--- src/disp_pkg.sv ---
package disp_pkg;

    ////////////////////////////////////////
    // Panel geometry
    ////////////////////////////////////////
    localparam int NUM_COLUMNS  = 8;
    localparam int NUM_CHANNELS = 8;
    localparam int NUM_LANES    = 4;
    localparam int GRAY_BITS    = 8;

    // Index widths
    localparam int COL_BITS = 3;
    localparam int CH_BITS  = 3;

    ////////////////////////////////////////
    // Frame store
    ////////////////////////////////////////
    // One word holds the same channel of every lane
    localparam int WORD_BITS = NUM_LANES * GRAY_BITS;
    localparam int ADDR_BITS = COL_BITS + CH_BITS;

endpackage

--- src/drv_pkg.sv ---
package drv_pkg;

    // Bits pushed into one lane for one column
    localparam int LANE_BITS      = disp_pkg::NUM_CHANNELS * disp_pkg::GRAY_BITS;
    localparam int SHIFT_CNT_BITS = 7;

    ////////////////////////////////////////
    // Grayscale clock
    ////////////////////////////////////////
    localparam int GCLK_PULSES    = 256;
    localparam int BLANKING_TIME  = 72;
    // Must hold twice GCLK_PULSES minus one
    localparam int BLANK_CNT_BITS = 9;

endpackage

--- src/column_mux.sv ---
module column_mux (
    input  logic       clock_33,
    input  logic       nrst,
    input  logic       lat,
    input  logic [2:0] lat_col,
    output logic [7:0] mux_out
);

    // Column switches only when its data is latched
    always_ff @(posedge clock_33 or negedge nrst) begin
        if (!nrst) begin
            mux_out <= '0;
        end else if (lat) begin
            mux_out <= 8'b1 << lat_col;
        end
    end

endmodule

--- src/column_sequencer.sv ---
module column_sequencer (
    input  logic                           clock_33,
    input  logic                           nrst,
    input  logic                           position_sync,
    input  logic                           load_free,
    output logic                           driver_ready,
    output logic                           rd_en,
    output logic [disp_pkg::ADDR_BITS-1:0] rd_addr,
    output logic                           rd_valid,
    output logic [disp_pkg::COL_BITS-1:0]  col_idx
);

    logic                          busy;
    logic                          accept;
    logic [disp_pkg::CH_BITS-1:0]  ch_cnt;
    logic [disp_pkg::COL_BITS-1:0] col_cnt;

    assign driver_ready = ~busy & load_free;
    assign accept       = position_sync & driver_ready;

    assign rd_en   = busy;
    // Equals column * NUM_CHANNELS + channel for power-of-two sizes
    assign rd_addr = {col_idx, ch_cnt};

    ////////////////////////////////////////
    // Column and channel counters
    ////////////////////////////////////////
    always_ff @(posedge clock_33 or negedge nrst) begin
        if (!nrst) begin
            busy     <= 1'b0;
            ch_cnt   <= '0;
            col_cnt  <= '0;
            col_idx  <= '0;
            rd_valid <= 1'b0;
        end else begin
            // Lines up with the registered frame store read
            rd_valid <= rd_en;
            if (accept) begin
                busy    <= 1'b1;
                ch_cnt  <= '0;
                col_idx <= col_cnt;
                if (col_cnt == disp_pkg::NUM_COLUMNS - 1) begin
                    col_cnt <= '0;
                end else begin
                    col_cnt <= col_cnt + 1'b1;
                end
            end else if (busy) begin
                ch_cnt <= ch_cnt + 1'b1;
                // Last channel of the column read
                if (ch_cnt == disp_pkg::NUM_CHANNELS - 1) begin
                    busy <= 1'b0;
                end
            end
        end
    end

endmodule

--- src/frame_store.sv ---
module frame_store (
    input  logic                           clock_33,
    input  logic                           wr_en,
    input  logic [disp_pkg::ADDR_BITS-1:0] wr_addr,
    input  logic [disp_pkg::WORD_BITS-1:0] wr_data,
    input  logic                           rd_en,
    input  logic [disp_pkg::ADDR_BITS-1:0] rd_addr,
    output logic [disp_pkg::WORD_BITS-1:0] rd_data
);

    // One word per column and channel
    logic [disp_pkg::WORD_BITS-1:0] mem [disp_pkg::NUM_COLUMNS * disp_pkg::NUM_CHANNELS];

    // Write port driven from outside
    always_ff @(posedge clock_33) begin
        if (wr_en) begin
            mem[wr_addr] <= wr_data;
        end
    end

    // Registered read, data shows up the cycle after rd_en
    always_ff @(posedge clock_33) begin
        if (rd_en) begin
            rd_data <= mem[rd_addr];
        end
    end

endmodule

--- src/gclk_gen.sv ---
module gclk_gen (
    input  logic clock_33,
    input  logic nrst,
    input  logic lat,
    output logic gclk,
    output logic blank_done
);

    typedef enum logic [1:0] {IDLE, BURST, BLANK} state_t;

    state_t                             state;
    logic [drv_pkg::BLANK_CNT_BITS-1:0] cnt;

    // Next latch is safe once the burst is over
    assign blank_done = (state != BURST);

    always_ff @(posedge clock_33 or negedge nrst) begin
        if (!nrst) begin
            state <= IDLE;
            cnt   <= '0;
            gclk  <= 1'b0;
        end else if (lat) begin
            // First pulse goes high right after lat
            state <= BURST;
            cnt   <= '0;
            gclk  <= 1'b1;
        end else begin
            case (state)
                BURST: begin
                    if (cnt == 2 * drv_pkg::GCLK_PULSES - 1) begin
                        state <= BLANK;
                        cnt   <= '0;
                        gclk  <= 1'b0;
                    end else begin
                        cnt  <= cnt + 1'b1;
                        gclk <= ~gclk;
                    end
                end
                BLANK: begin
                    if (cnt == drv_pkg::BLANKING_TIME - 1) begin
                        state <= IDLE;
                        cnt   <= '0;
                    end else begin
                        cnt <= cnt + 1'b1;
                    end
                end
                IDLE:    cnt <= '0;
                default: state <= IDLE;
            endcase
        end
    end

endmodule

--- src/lane_serializer.sv ---
module lane_serializer (
    input  logic                           clock_33,
    input  logic                           nrst,
    input  logic                           rd_valid,
    input  logic [disp_pkg::WORD_BITS-1:0] rd_data,
    input  logic [disp_pkg::COL_BITS-1:0]  col_idx,
    input  logic                           blank_done,
    output logic                           load_free,
    output logic                           sclk,
    output logic [disp_pkg::NUM_LANES-1:0] sin,
    output logic                           lat,
    output logic [disp_pkg::COL_BITS-1:0]  lat_col
);

    typedef enum logic [1:0] {LOAD, SHIFT, WAIT_LAT} state_t;

    state_t                              state;
    logic                                phase;
    logic [disp_pkg::CH_BITS-1:0]        load_cnt;
    logic [drv_pkg::SHIFT_CNT_BITS-1:0]  bit_cnt;
    logic [drv_pkg::LANE_BITS-1:0]       shift_reg [disp_pkg::NUM_LANES];

    // phase low means sclk low and sin settling
    assign sclk = (state == SHIFT) & phase;
    assign lat  = (state == WAIT_LAT) & blank_done;

    always_comb begin
        for (int k = 0; k < disp_pkg::NUM_LANES; k++) begin
            sin[k] = (state == SHIFT) & shift_reg[k][drv_pkg::LANE_BITS-1];
        end
    end

    ////////////////////////////////////////
    // Per-lane shift registers
    ////////////////////////////////////////
    // Words enter at the top, so channel 7 ends up at the MSB
    always_ff @(posedge clock_33) begin
        for (int k = 0; k < disp_pkg::NUM_LANES; k++) begin
            if (state == LOAD && rd_valid) begin
                shift_reg[k] <= {rd_data[k*disp_pkg::GRAY_BITS +: disp_pkg::GRAY_BITS],
                                 shift_reg[k][drv_pkg::LANE_BITS-1:disp_pkg::GRAY_BITS]};
            end else if (state == SHIFT && phase) begin
                shift_reg[k] <= shift_reg[k] << 1;
            end
        end
    end

    ////////////////////////////////////////
    // Load, shift and latch control
    ////////////////////////////////////////
    always_ff @(posedge clock_33 or negedge nrst) begin
        if (!nrst) begin
            state     <= LOAD;
            phase     <= 1'b0;
            load_free <= 1'b0;
            load_cnt  <= '0;
            bit_cnt   <= '0;
            lat_col   <= '0;
        end else begin
            case (state)
                LOAD: begin
                    load_free <= ~rd_valid;
                    if (rd_valid) begin
                        load_cnt <= load_cnt + 1'b1;
                        if (load_cnt == disp_pkg::NUM_CHANNELS - 1) begin
                            state    <= SHIFT;
                            load_cnt <= '0;
                            bit_cnt  <= '0;
                            phase    <= 1'b0;
                            lat_col  <= col_idx;
                        end
                    end
                end
                SHIFT: begin
                    phase <= ~phase;
                    if (phase) begin
                        if (bit_cnt == drv_pkg::LANE_BITS - 1) begin
                            state <= WAIT_LAT;
                        end else begin
                            bit_cnt <= bit_cnt + 1'b1;
                        end
                    end
                end
                WAIT_LAT: begin
                    // Hold here while the previous burst runs
                    if (blank_done) begin
                        state     <= LOAD;
                        load_free <= 1'b1;
                    end
                end
                default: state <= LOAD;
            endcase
        end
    end

endmodule

--- src/led_panel_driver.sv ---
module led_panel_driver (
    input  logic                             clock_33,
    input  logic                             nrst,
    input  logic                             wr_en,
    input  logic [disp_pkg::ADDR_BITS-1:0]   wr_addr,
    input  logic [disp_pkg::WORD_BITS-1:0]   wr_data,
    input  logic                             position_sync,
    output logic                             driver_ready,
    output logic                             sclk,
    output logic                             lat,
    output logic                             gclk,
    output logic [disp_pkg::NUM_LANES-1:0]   sin,
    output logic [disp_pkg::NUM_COLUMNS-1:0] mux_out
);

    logic                           rd_en;
    logic                           rd_valid;
    logic                           load_free;
    logic                           blank_done;
    logic [disp_pkg::ADDR_BITS-1:0] rd_addr;
    logic [disp_pkg::WORD_BITS-1:0] rd_data;
    logic [disp_pkg::COL_BITS-1:0]  col_idx;
    logic [disp_pkg::COL_BITS-1:0]  lat_col;

    ////////////////////////////////////////
    // Read side
    ////////////////////////////////////////
    frame_store frame_store_inst (
        .clock_33 (clock_33),
        .wr_en    (wr_en),
        .wr_addr  (wr_addr),
        .wr_data  (wr_data),
        .rd_en    (rd_en),
        .rd_addr  (rd_addr),
        .rd_data  (rd_data)
    );

    column_sequencer column_sequencer_inst (
        .clock_33      (clock_33),
        .nrst          (nrst),
        .position_sync (position_sync),
        .load_free     (load_free),
        .driver_ready  (driver_ready),
        .rd_en         (rd_en),
        .rd_addr       (rd_addr),
        .rd_valid      (rd_valid),
        .col_idx       (col_idx)
    );

    ////////////////////////////////////////
    // Driver chip side
    ////////////////////////////////////////
    lane_serializer lane_serializer_inst (
        .clock_33   (clock_33),
        .nrst       (nrst),
        .rd_valid   (rd_valid),
        .rd_data    (rd_data),
        .col_idx    (col_idx),
        .blank_done (blank_done),
        .load_free  (load_free),
        .sclk       (sclk),
        .sin        (sin),
        .lat        (lat),
        .lat_col    (lat_col)
    );

    gclk_gen gclk_gen_inst (
        .clock_33   (clock_33),
        .nrst       (nrst),
        .lat        (lat),
        .gclk       (gclk),
        .blank_done (blank_done)
    );

    column_mux column_mux_inst (
        .clock_33 (clock_33),
        .nrst     (nrst),
        .lat      (lat),
        .lat_col  (lat_col),
        .mux_out  (mux_out)
    );

endmodule

--- config.mk ---
export PLATFORM = sky130hd
export DESIGN_NAME = led_panel_driver
export DESIGN_NICKNAME = d
export VERILOG_FILES = /design/src/disp_pkg.sv /design/src/drv_pkg.sv /design/src/column_mux.sv /design/src/column_sequencer.sv /design/src/frame_store.sv /design/src/gclk_gen.sv /design/src/lane_serializer.sv /design/src/led_panel_driver.sv
export SDC_FILE = /design/constraint.sdc
export NUM_CORES = 2
export LEC_CHECK = 0
export BUFFER_PORTS_ARGS = -buffer_cell sky130_fd_sc_hd__buf_2
export CAP_MARGIN = 15
export CORE_MARGIN = 3
export CORE_UTILIZATION = 40
export CTS_BUF_LIST = sky130_fd_sc_hd__clkbuf_4 sky130_fd_sc_hd__clkbuf_8
export DETAILED_ROUTE_END_ITERATION = 6
export PLACE_DENSITY = 0.57
export SKIP_LAST_GASP = 1
export SLEW_MARGIN = 20
export SYNTH_ARGS = -nofsm -noshare
export SYNTH_HDL_FRONTEND = slang
export SYNTH_HIERARCHICAL = 1
export SYNTH_SLANG_ARGS = --single-unit
export TNS_END_PERCENT = 50
--- constraint.sdc ---
create_clock -name clock_33 -period 8.35 [get_ports clock_33]
set_input_delay 0 -clock clock_33 [delete_from_list [all_inputs] [get_ports clock_33]]
set_output_delay 0 -clock clock_33 [all_outputs]
set_load 0.02 [all_outputs]
# Word-level counts from Yosys, hierarchy flattened
# Memory sizes are Yosys's and may differ from the RTL's. A register that Yosys moved wholly into a read port is not among the register bits.
# Index checks and enable logic that the tools add are counted.
[totals]
out_inout_bits = 16
in_bits = 42
regBits = 48
word_cells = 120
ramBits = 2304
memories = 2
[op_classes]
n_shift = 1
bitwise = 16
add_sub_neg = 5
n_eq_ne = 20
muxes = 45
reduce_logical = 16
[memory_table]
columns = ["memory", "words", "width", "read_ports", "rd_clocked_by_memory_dff", "wr", "line", "source"]
rows = [
  ["frame_store_inst.mem", 64, 32, 1, 1, 1, "frame_store.sv:12", "logic [disp_pkg::WORD_BITS-1:0] mem [disp_pkg::NUM_COLUMNS * disp_pkg::NUM_CHANNELS];"],
  ["lane_serializer_inst.shift_reg", 4, 64, 4, 0, 4, "lane_serializer.sv:21", "logic [drv_pkg::LANE_BITS-1:0] shift_reg [disp_pkg::NUM_LANES];"],
]
[ops]
columns = ["op", "n"]
rows = [
  ["64-bit two-way mux", 4],
  ["7-bit two-way mux", 4],
  ["9-bit two-way mux", 3],
  ["9-bit case mux with 3 select lines", 1],
  ["1-bit two-way mux", 16],
  ["2-bit two-way mux", 8],
  ["7-bit case mux with 2 select lines", 1],
  ["3-bit two-way mux", 4],
  ["2-bit case mux with 3 select lines", 2],
  ["2-bit != test (second input constant)", 5],
  ["5-bit AND reduction", 2],
  ["3-bit by 1-bit adder with 3-bit output (second input constant)", 3],
  ["9-bit by 1-bit adder with 9-bit output (second input constant)", 1],
  ["3-bit equality test (second input constant)", 3],
  ["9-bit by 7-bit equality test with 1-bit output (second input constant)", 1],
  ["9-bit equality test (second input constant)", 1],
  ["3-bit AND reduction", 3],
  ["1-bit AND", 8],
  ["2-bit nonzero test", 4],
  ["1-bit by 3-bit << shifter with 8-bit output (first input constant)", 1],
  ["7-bit by 1-bit adder with 7-bit output (second input constant)", 1],
  ["7-bit by 6-bit equality test with 1-bit output (second input constant)", 1],
  ["2-bit by 1-bit != test with 1-bit output (second input constant)", 3],
  ["3-bit by 2-bit != test with 1-bit output (second input constant)", 2],
  ["other kinds (9)", 21],
]

# Depth between registers and ports, before layout
[depth]
word_depth = 6
depth_mapped = 10
mapped_depth_nobuf = 9

# Cells and area by module
# The synthesis kept the hierarchy.
[modules_own_cells]
columns = ["mod", "cells_per_inst", "instances", "area_per_inst_um2", "seq_area_each_um2"]
rows = [
  ["frame_store", 3324, 1, 78835.6, 62459.9],
  ["lane_serializer", 1037, 1, 11523.6, 8102.8],
  ["gclk_gen", 87, 1, 799.5, 300.3],
  ["column_sequencer", 37, 1, 510.5, 275.3],
  ["column_mux", 32, 1, 342.8, 200.2],
]

# Worst setup path before layout
# OpenSTA, ideal clock, no wires.
[synth_timing]
kind = "reg2reg"
startpoint = "register lane_serializer_inst.state[0]"
endpoint = "memory lane_serializer_inst/shift_reg[0][0] in the netlist's numbering, enable pin"
path_stages_with_launch = 7
period_less_slack_ns = 7.162
setup_slack_ns = 1.188
arrival_time_ns = 6.525
t_required_ns = 7.712
n_path_buf = 2
cell_sequence = "dfrtp_1 > nor2b_1 > buf_4 > nand2_4 > inv_2 > buf_4 > or2_1"
[synth_rtl]
columns = ["element", "line", "source"]
rows = [
  ["start: declaration", "lane_serializer.sv:17", "state_t state;"],
  ["start signal: assignment", "lane_serializer.sv:53", "state <= LOAD;"],
  ["start signal: assignment", "lane_serializer.sv:66", "state <= SHIFT;"],
  ["start signal: assignment", "lane_serializer.sv:78", "state <= WAIT_LAT;"],
  ["end: declaration", "lane_serializer.sv:21", ""],
]

==> metrics.txt <==
Layout Cells excl Fill=8212; dpl cells=7483; input/output buffers=57; Reg2Reg Depth=5; Area after DPL=96600 sq um; WL per Instance=28.73 microns; Synth Register Bits=2384; hold_sp=wr_data[12]; core footprint=228200 sq um; Seq/Total Area, Yosys=0.7753; status=finished, final reports clean; Pwr Density=223.9 nW/um^2; Worst EP required=8980 ps; Final setup viols=0; synth warn=6; worst IR drop on VDD=0.1100 mV; antenna-violating nets left=0; first-pass GRT wire length=337500 microns; Syn Nets=4571; area grow syn2layout=13.57%; crit path launch type=flip-flop; row count=175; Die ar.=235800 sq um; Flop pwr share=0.564; met2 wire len=111800 microns; R2R Setup Slk=3990 ps; Syn Std Cell Area=92010 sq um; syn avg cell area=20.37 sq um; Sw Ratio=0.2043; Setup TNS=0 ps; WHS Endpoint=frame_store_inst/mem[36][12]; Slew Limit Fails=0; Critical R2R Launch=lane_serializer_inst/state[0]; most common cell after layout, fill and taps aside=edfxtp_1; hold_ws=144.4 ps; RePlAce Congestion=0.7611; Vias/cell=5.579; clk_lat worst skew=1060 ps; part of the power in the clock network=0.422; combinational fraction of design power=0.014; worst min path class=input port to flip-flop; P_sw=4.781 mW; Final HPWL DP=121900 microns; main flop type after synthesis=edfxtp_1; die extent in x=485.6 microns; layout cells sized above 1=0.2787; Die Y=485.6 microns; Via Count=45.81k; Worst Path Arrival=4990 ps; Hold Path Depth=3; Worst-path clk slew=60 ps; skew final=80.34 ps; detailed-route DRC error count=0; Tot GR Track Use=0.1990; Max Cap Viol=0; most frequent cells in the layout=edfxtp_1, nand2_1, mux4_2; 1st-iter DRT viols=5325; Setup Fix Bufs, Post-CTS=0; headroom to the max-slew limit=0.2529; final critical path time including I/O delays and setup=4361 ps; largest net degree at the start of global routing=174; number of global-route vias before repair=47.03k; Clock Path Buffers=4; Worst Setup Path Type=flip-flop to flip-flop; async set or reset register ratio after synthesis=0.02013; crit path max fanout=173; I/O pin count=58; 1st-pass router iterations=7; Num CTS Buffers=401; Slew @ Worst Pin=1113 ps; critical path capture point type=flip-flop; Final Cell Area=104500 sq um; initial antenna violation count=10; Sink Count=2384; internal power=18.62 mW; final hold vios=0; RSZ-0062 raised after global routing=false; Routed WL=235900 microns; CTS tree=yes; Gate Count Post-Synth=4517; Top Layer Used=met4; clock root cell=clkbuf_8; EDFF count, synth=2335; # fillers=19.33k; DRT met1 WL=99560 microns; met3 WL post-DR=19530 microns; nets=4971; Crit Reg-Reg Endpoint=lane_serializer_inst/shift_reg[1][33]; Cell variety after synth=68; max reg flops=2048; final cycle utilization of the critical path=0.5223; Leak Pwr=32.72 nW; Max Fclk=229.3 MHz; H-tree depth=5; grt total ovfl=0; initial core utilization=0.4033
-- Yosys cell counts (3+ instances only) --
| cell type | count | area [sq um] |
|---|---|---|
| a21oi_1 | 68 | 340.3 |
| a22o_1 | 62 | 543.0 |
| a22oi_1 | 12 | 90.09 |
| a311oi_1 | 8 | 70.07 |
| a31oi_1 | 7 | 43.79 |
| a41o_1 | 4 | 40.04 |
| and2_1 | 12 | 75.07 |
| and3_1 | 7 | 43.79 |
| buf_1 | 23 | 86.33 |
| buf_2 | 89 | 445.4 |
| buf_4 | 32 | 240.2 |
| buf_6 | 6 | 67.56 |
| clkbuf_1 | 98 | 367.9 |
| dfrtp_1 | 48 | 1201 |
| edfxtp_1 | 2335 | 70120 |
| ha_1 | 12 | 150.1 |
| inv_1 | 19 | 71.32 |
| mux2_2 | 11 | 123.9 |
| mux2i_1 | 96 | 960.9 |
| mux4_2 | 544 | 12250 |
| nand2_1 | 618 | 2320 |
| nand2b_1 | 14 | 87.58 |
| nand3_1 | 14 | 70.07 |
| nand3b_1 | 7 | 52.55 |
| nand4_1 | 4 | 25.02 |
| nor2_1 | 150 | 563.0 |
| nor2b_1 | 17 | 106.4 |
| nor3_1 | 9 | 45.04 |
| o211ai_1 | 4 | 30.03 |
| o21ai_0 | 10 | 50.05 |
| o221ai_1 | 27 | 236.5 |
| o22ai_1 | 91 | 569.3 |
| o32ai_1 | 6 | 52.55 |
| or3_1 | 4 | 25.02 |
| or3b_2 | 3 | 26.28 |
-- metrics by stage --
stage               setup WS, ps  total power [mW]    util
global placement            4052             13.75  0.4234
CTS                         3931             23.65  0.4579
floorplan                   1188             13.50       -
finish                      3989             23.40  0.4580
global route                3593             24.20  0.4579
detailed placement          3970             13.76  0.4234
-- critical path, stage by stage (launching register included) --
cell	delay, ps
dfrtp_1	460
nor2b_1	680
nand2_8	430
inv_8	810
or2_4	550
buf_4	830
-- final cells by class --
| cell class | count | area (sq um) | share of cell area |
|---|---|---|---|
| inverter | 20 | 82.58 | 0.0007902 |
| clock inverter | 124 | 703.2 | 0.006729 |
| tap | 3009 | 3765 | 0.03603 |
| clock buffer | 558 | 6773 | 0.06481 |
| multi-input combinational | 1865 | 19890 | 0.1903 |
| timing repair buffer | 245 | 1913 | 0.01831 |
| sequential | 2384 | 71350 | 0.6828 |
| antenna | 7 | 17.52 | 0.0001676 |
-- worst max path at each step --
| stage | end | cells after the start | startpoint | slack (ps) |
|---|---|---|---|---|
| after floorplan | lane_serializer_inst/shift_reg[0][0] | 6 | lane_serializer_inst/state[0] | 1190 |
| after global placement | lane_serializer_inst/shift_reg[1][1] | 5 | lane_serializer_inst/state[0] | 4050 |
| after detailed placement | lane_serializer_inst/shift_reg[1][17] | 5 | lane_serializer_inst/state[0] | 3970 |
| after CTS | lane_serializer_inst/shift_reg[1][1] | 5 | lane_serializer_inst/state[0] | 3930 |
| after global routing | lane_serializer_inst/shift_reg[1][6] | 5 | lane_serializer_inst/state[0] | 3590 |
| final | lane_serializer_inst/shift_reg[1][33] | 5 | lane_serializer_inst/state[0] | 3990 |
-- cell families after synthesis --
| kind of cell | Yosys count | synth area share |
|---|---|---|
| AND/OR/NAND/NOR | 885 | 0.03990 |
| multiplexers | 651 | 0.1449 |
| flip-flops | 2384 | 0.7753 |
| buffers and inverters | 268 | 0.01394 |
| AO/OA/AOI/OAI | 317 | 0.02427 |
| adder cells (fa/ha/maj) | 12 | 0.001632 |
-- what timing repair did --
| item | CTS | global route |
|---|---|---|
| endpoints found under the hold margin | 2362 | 0 |
| gates resized for setup | 0 | 0 |
| hold buffers | 40 | 0 |
-- routing by layer --
metal / vias to the layer above / track usage
met2: 1770 / 0.3140
met1: 24485 / 0.2814
met4: 0 / 0.05304
li1: 19235 / -
met3: 324 / 0.04388
met5: - / 0
-- power by group through the flow --
| stage | registers, mW | clock network (mW) | logic, mW |
|---|---|---|---|
| 3_3_place_gp | 13.4 | 0 | 0.299 |
| 3_5_place_dp | 13.4 | 0 | 0.312 |
| 4_1_cts | 13.2 | 10.1 | 0.328 |
| 2_1_floorplan | 13.4 | 0 | 0.0512 |
| 6_report | 13.2 | 9.87 | 0.325 |
| 5_1_grt | 13.2 | 10.7 | 0.345 |
(Power assumes the default switching activity.)
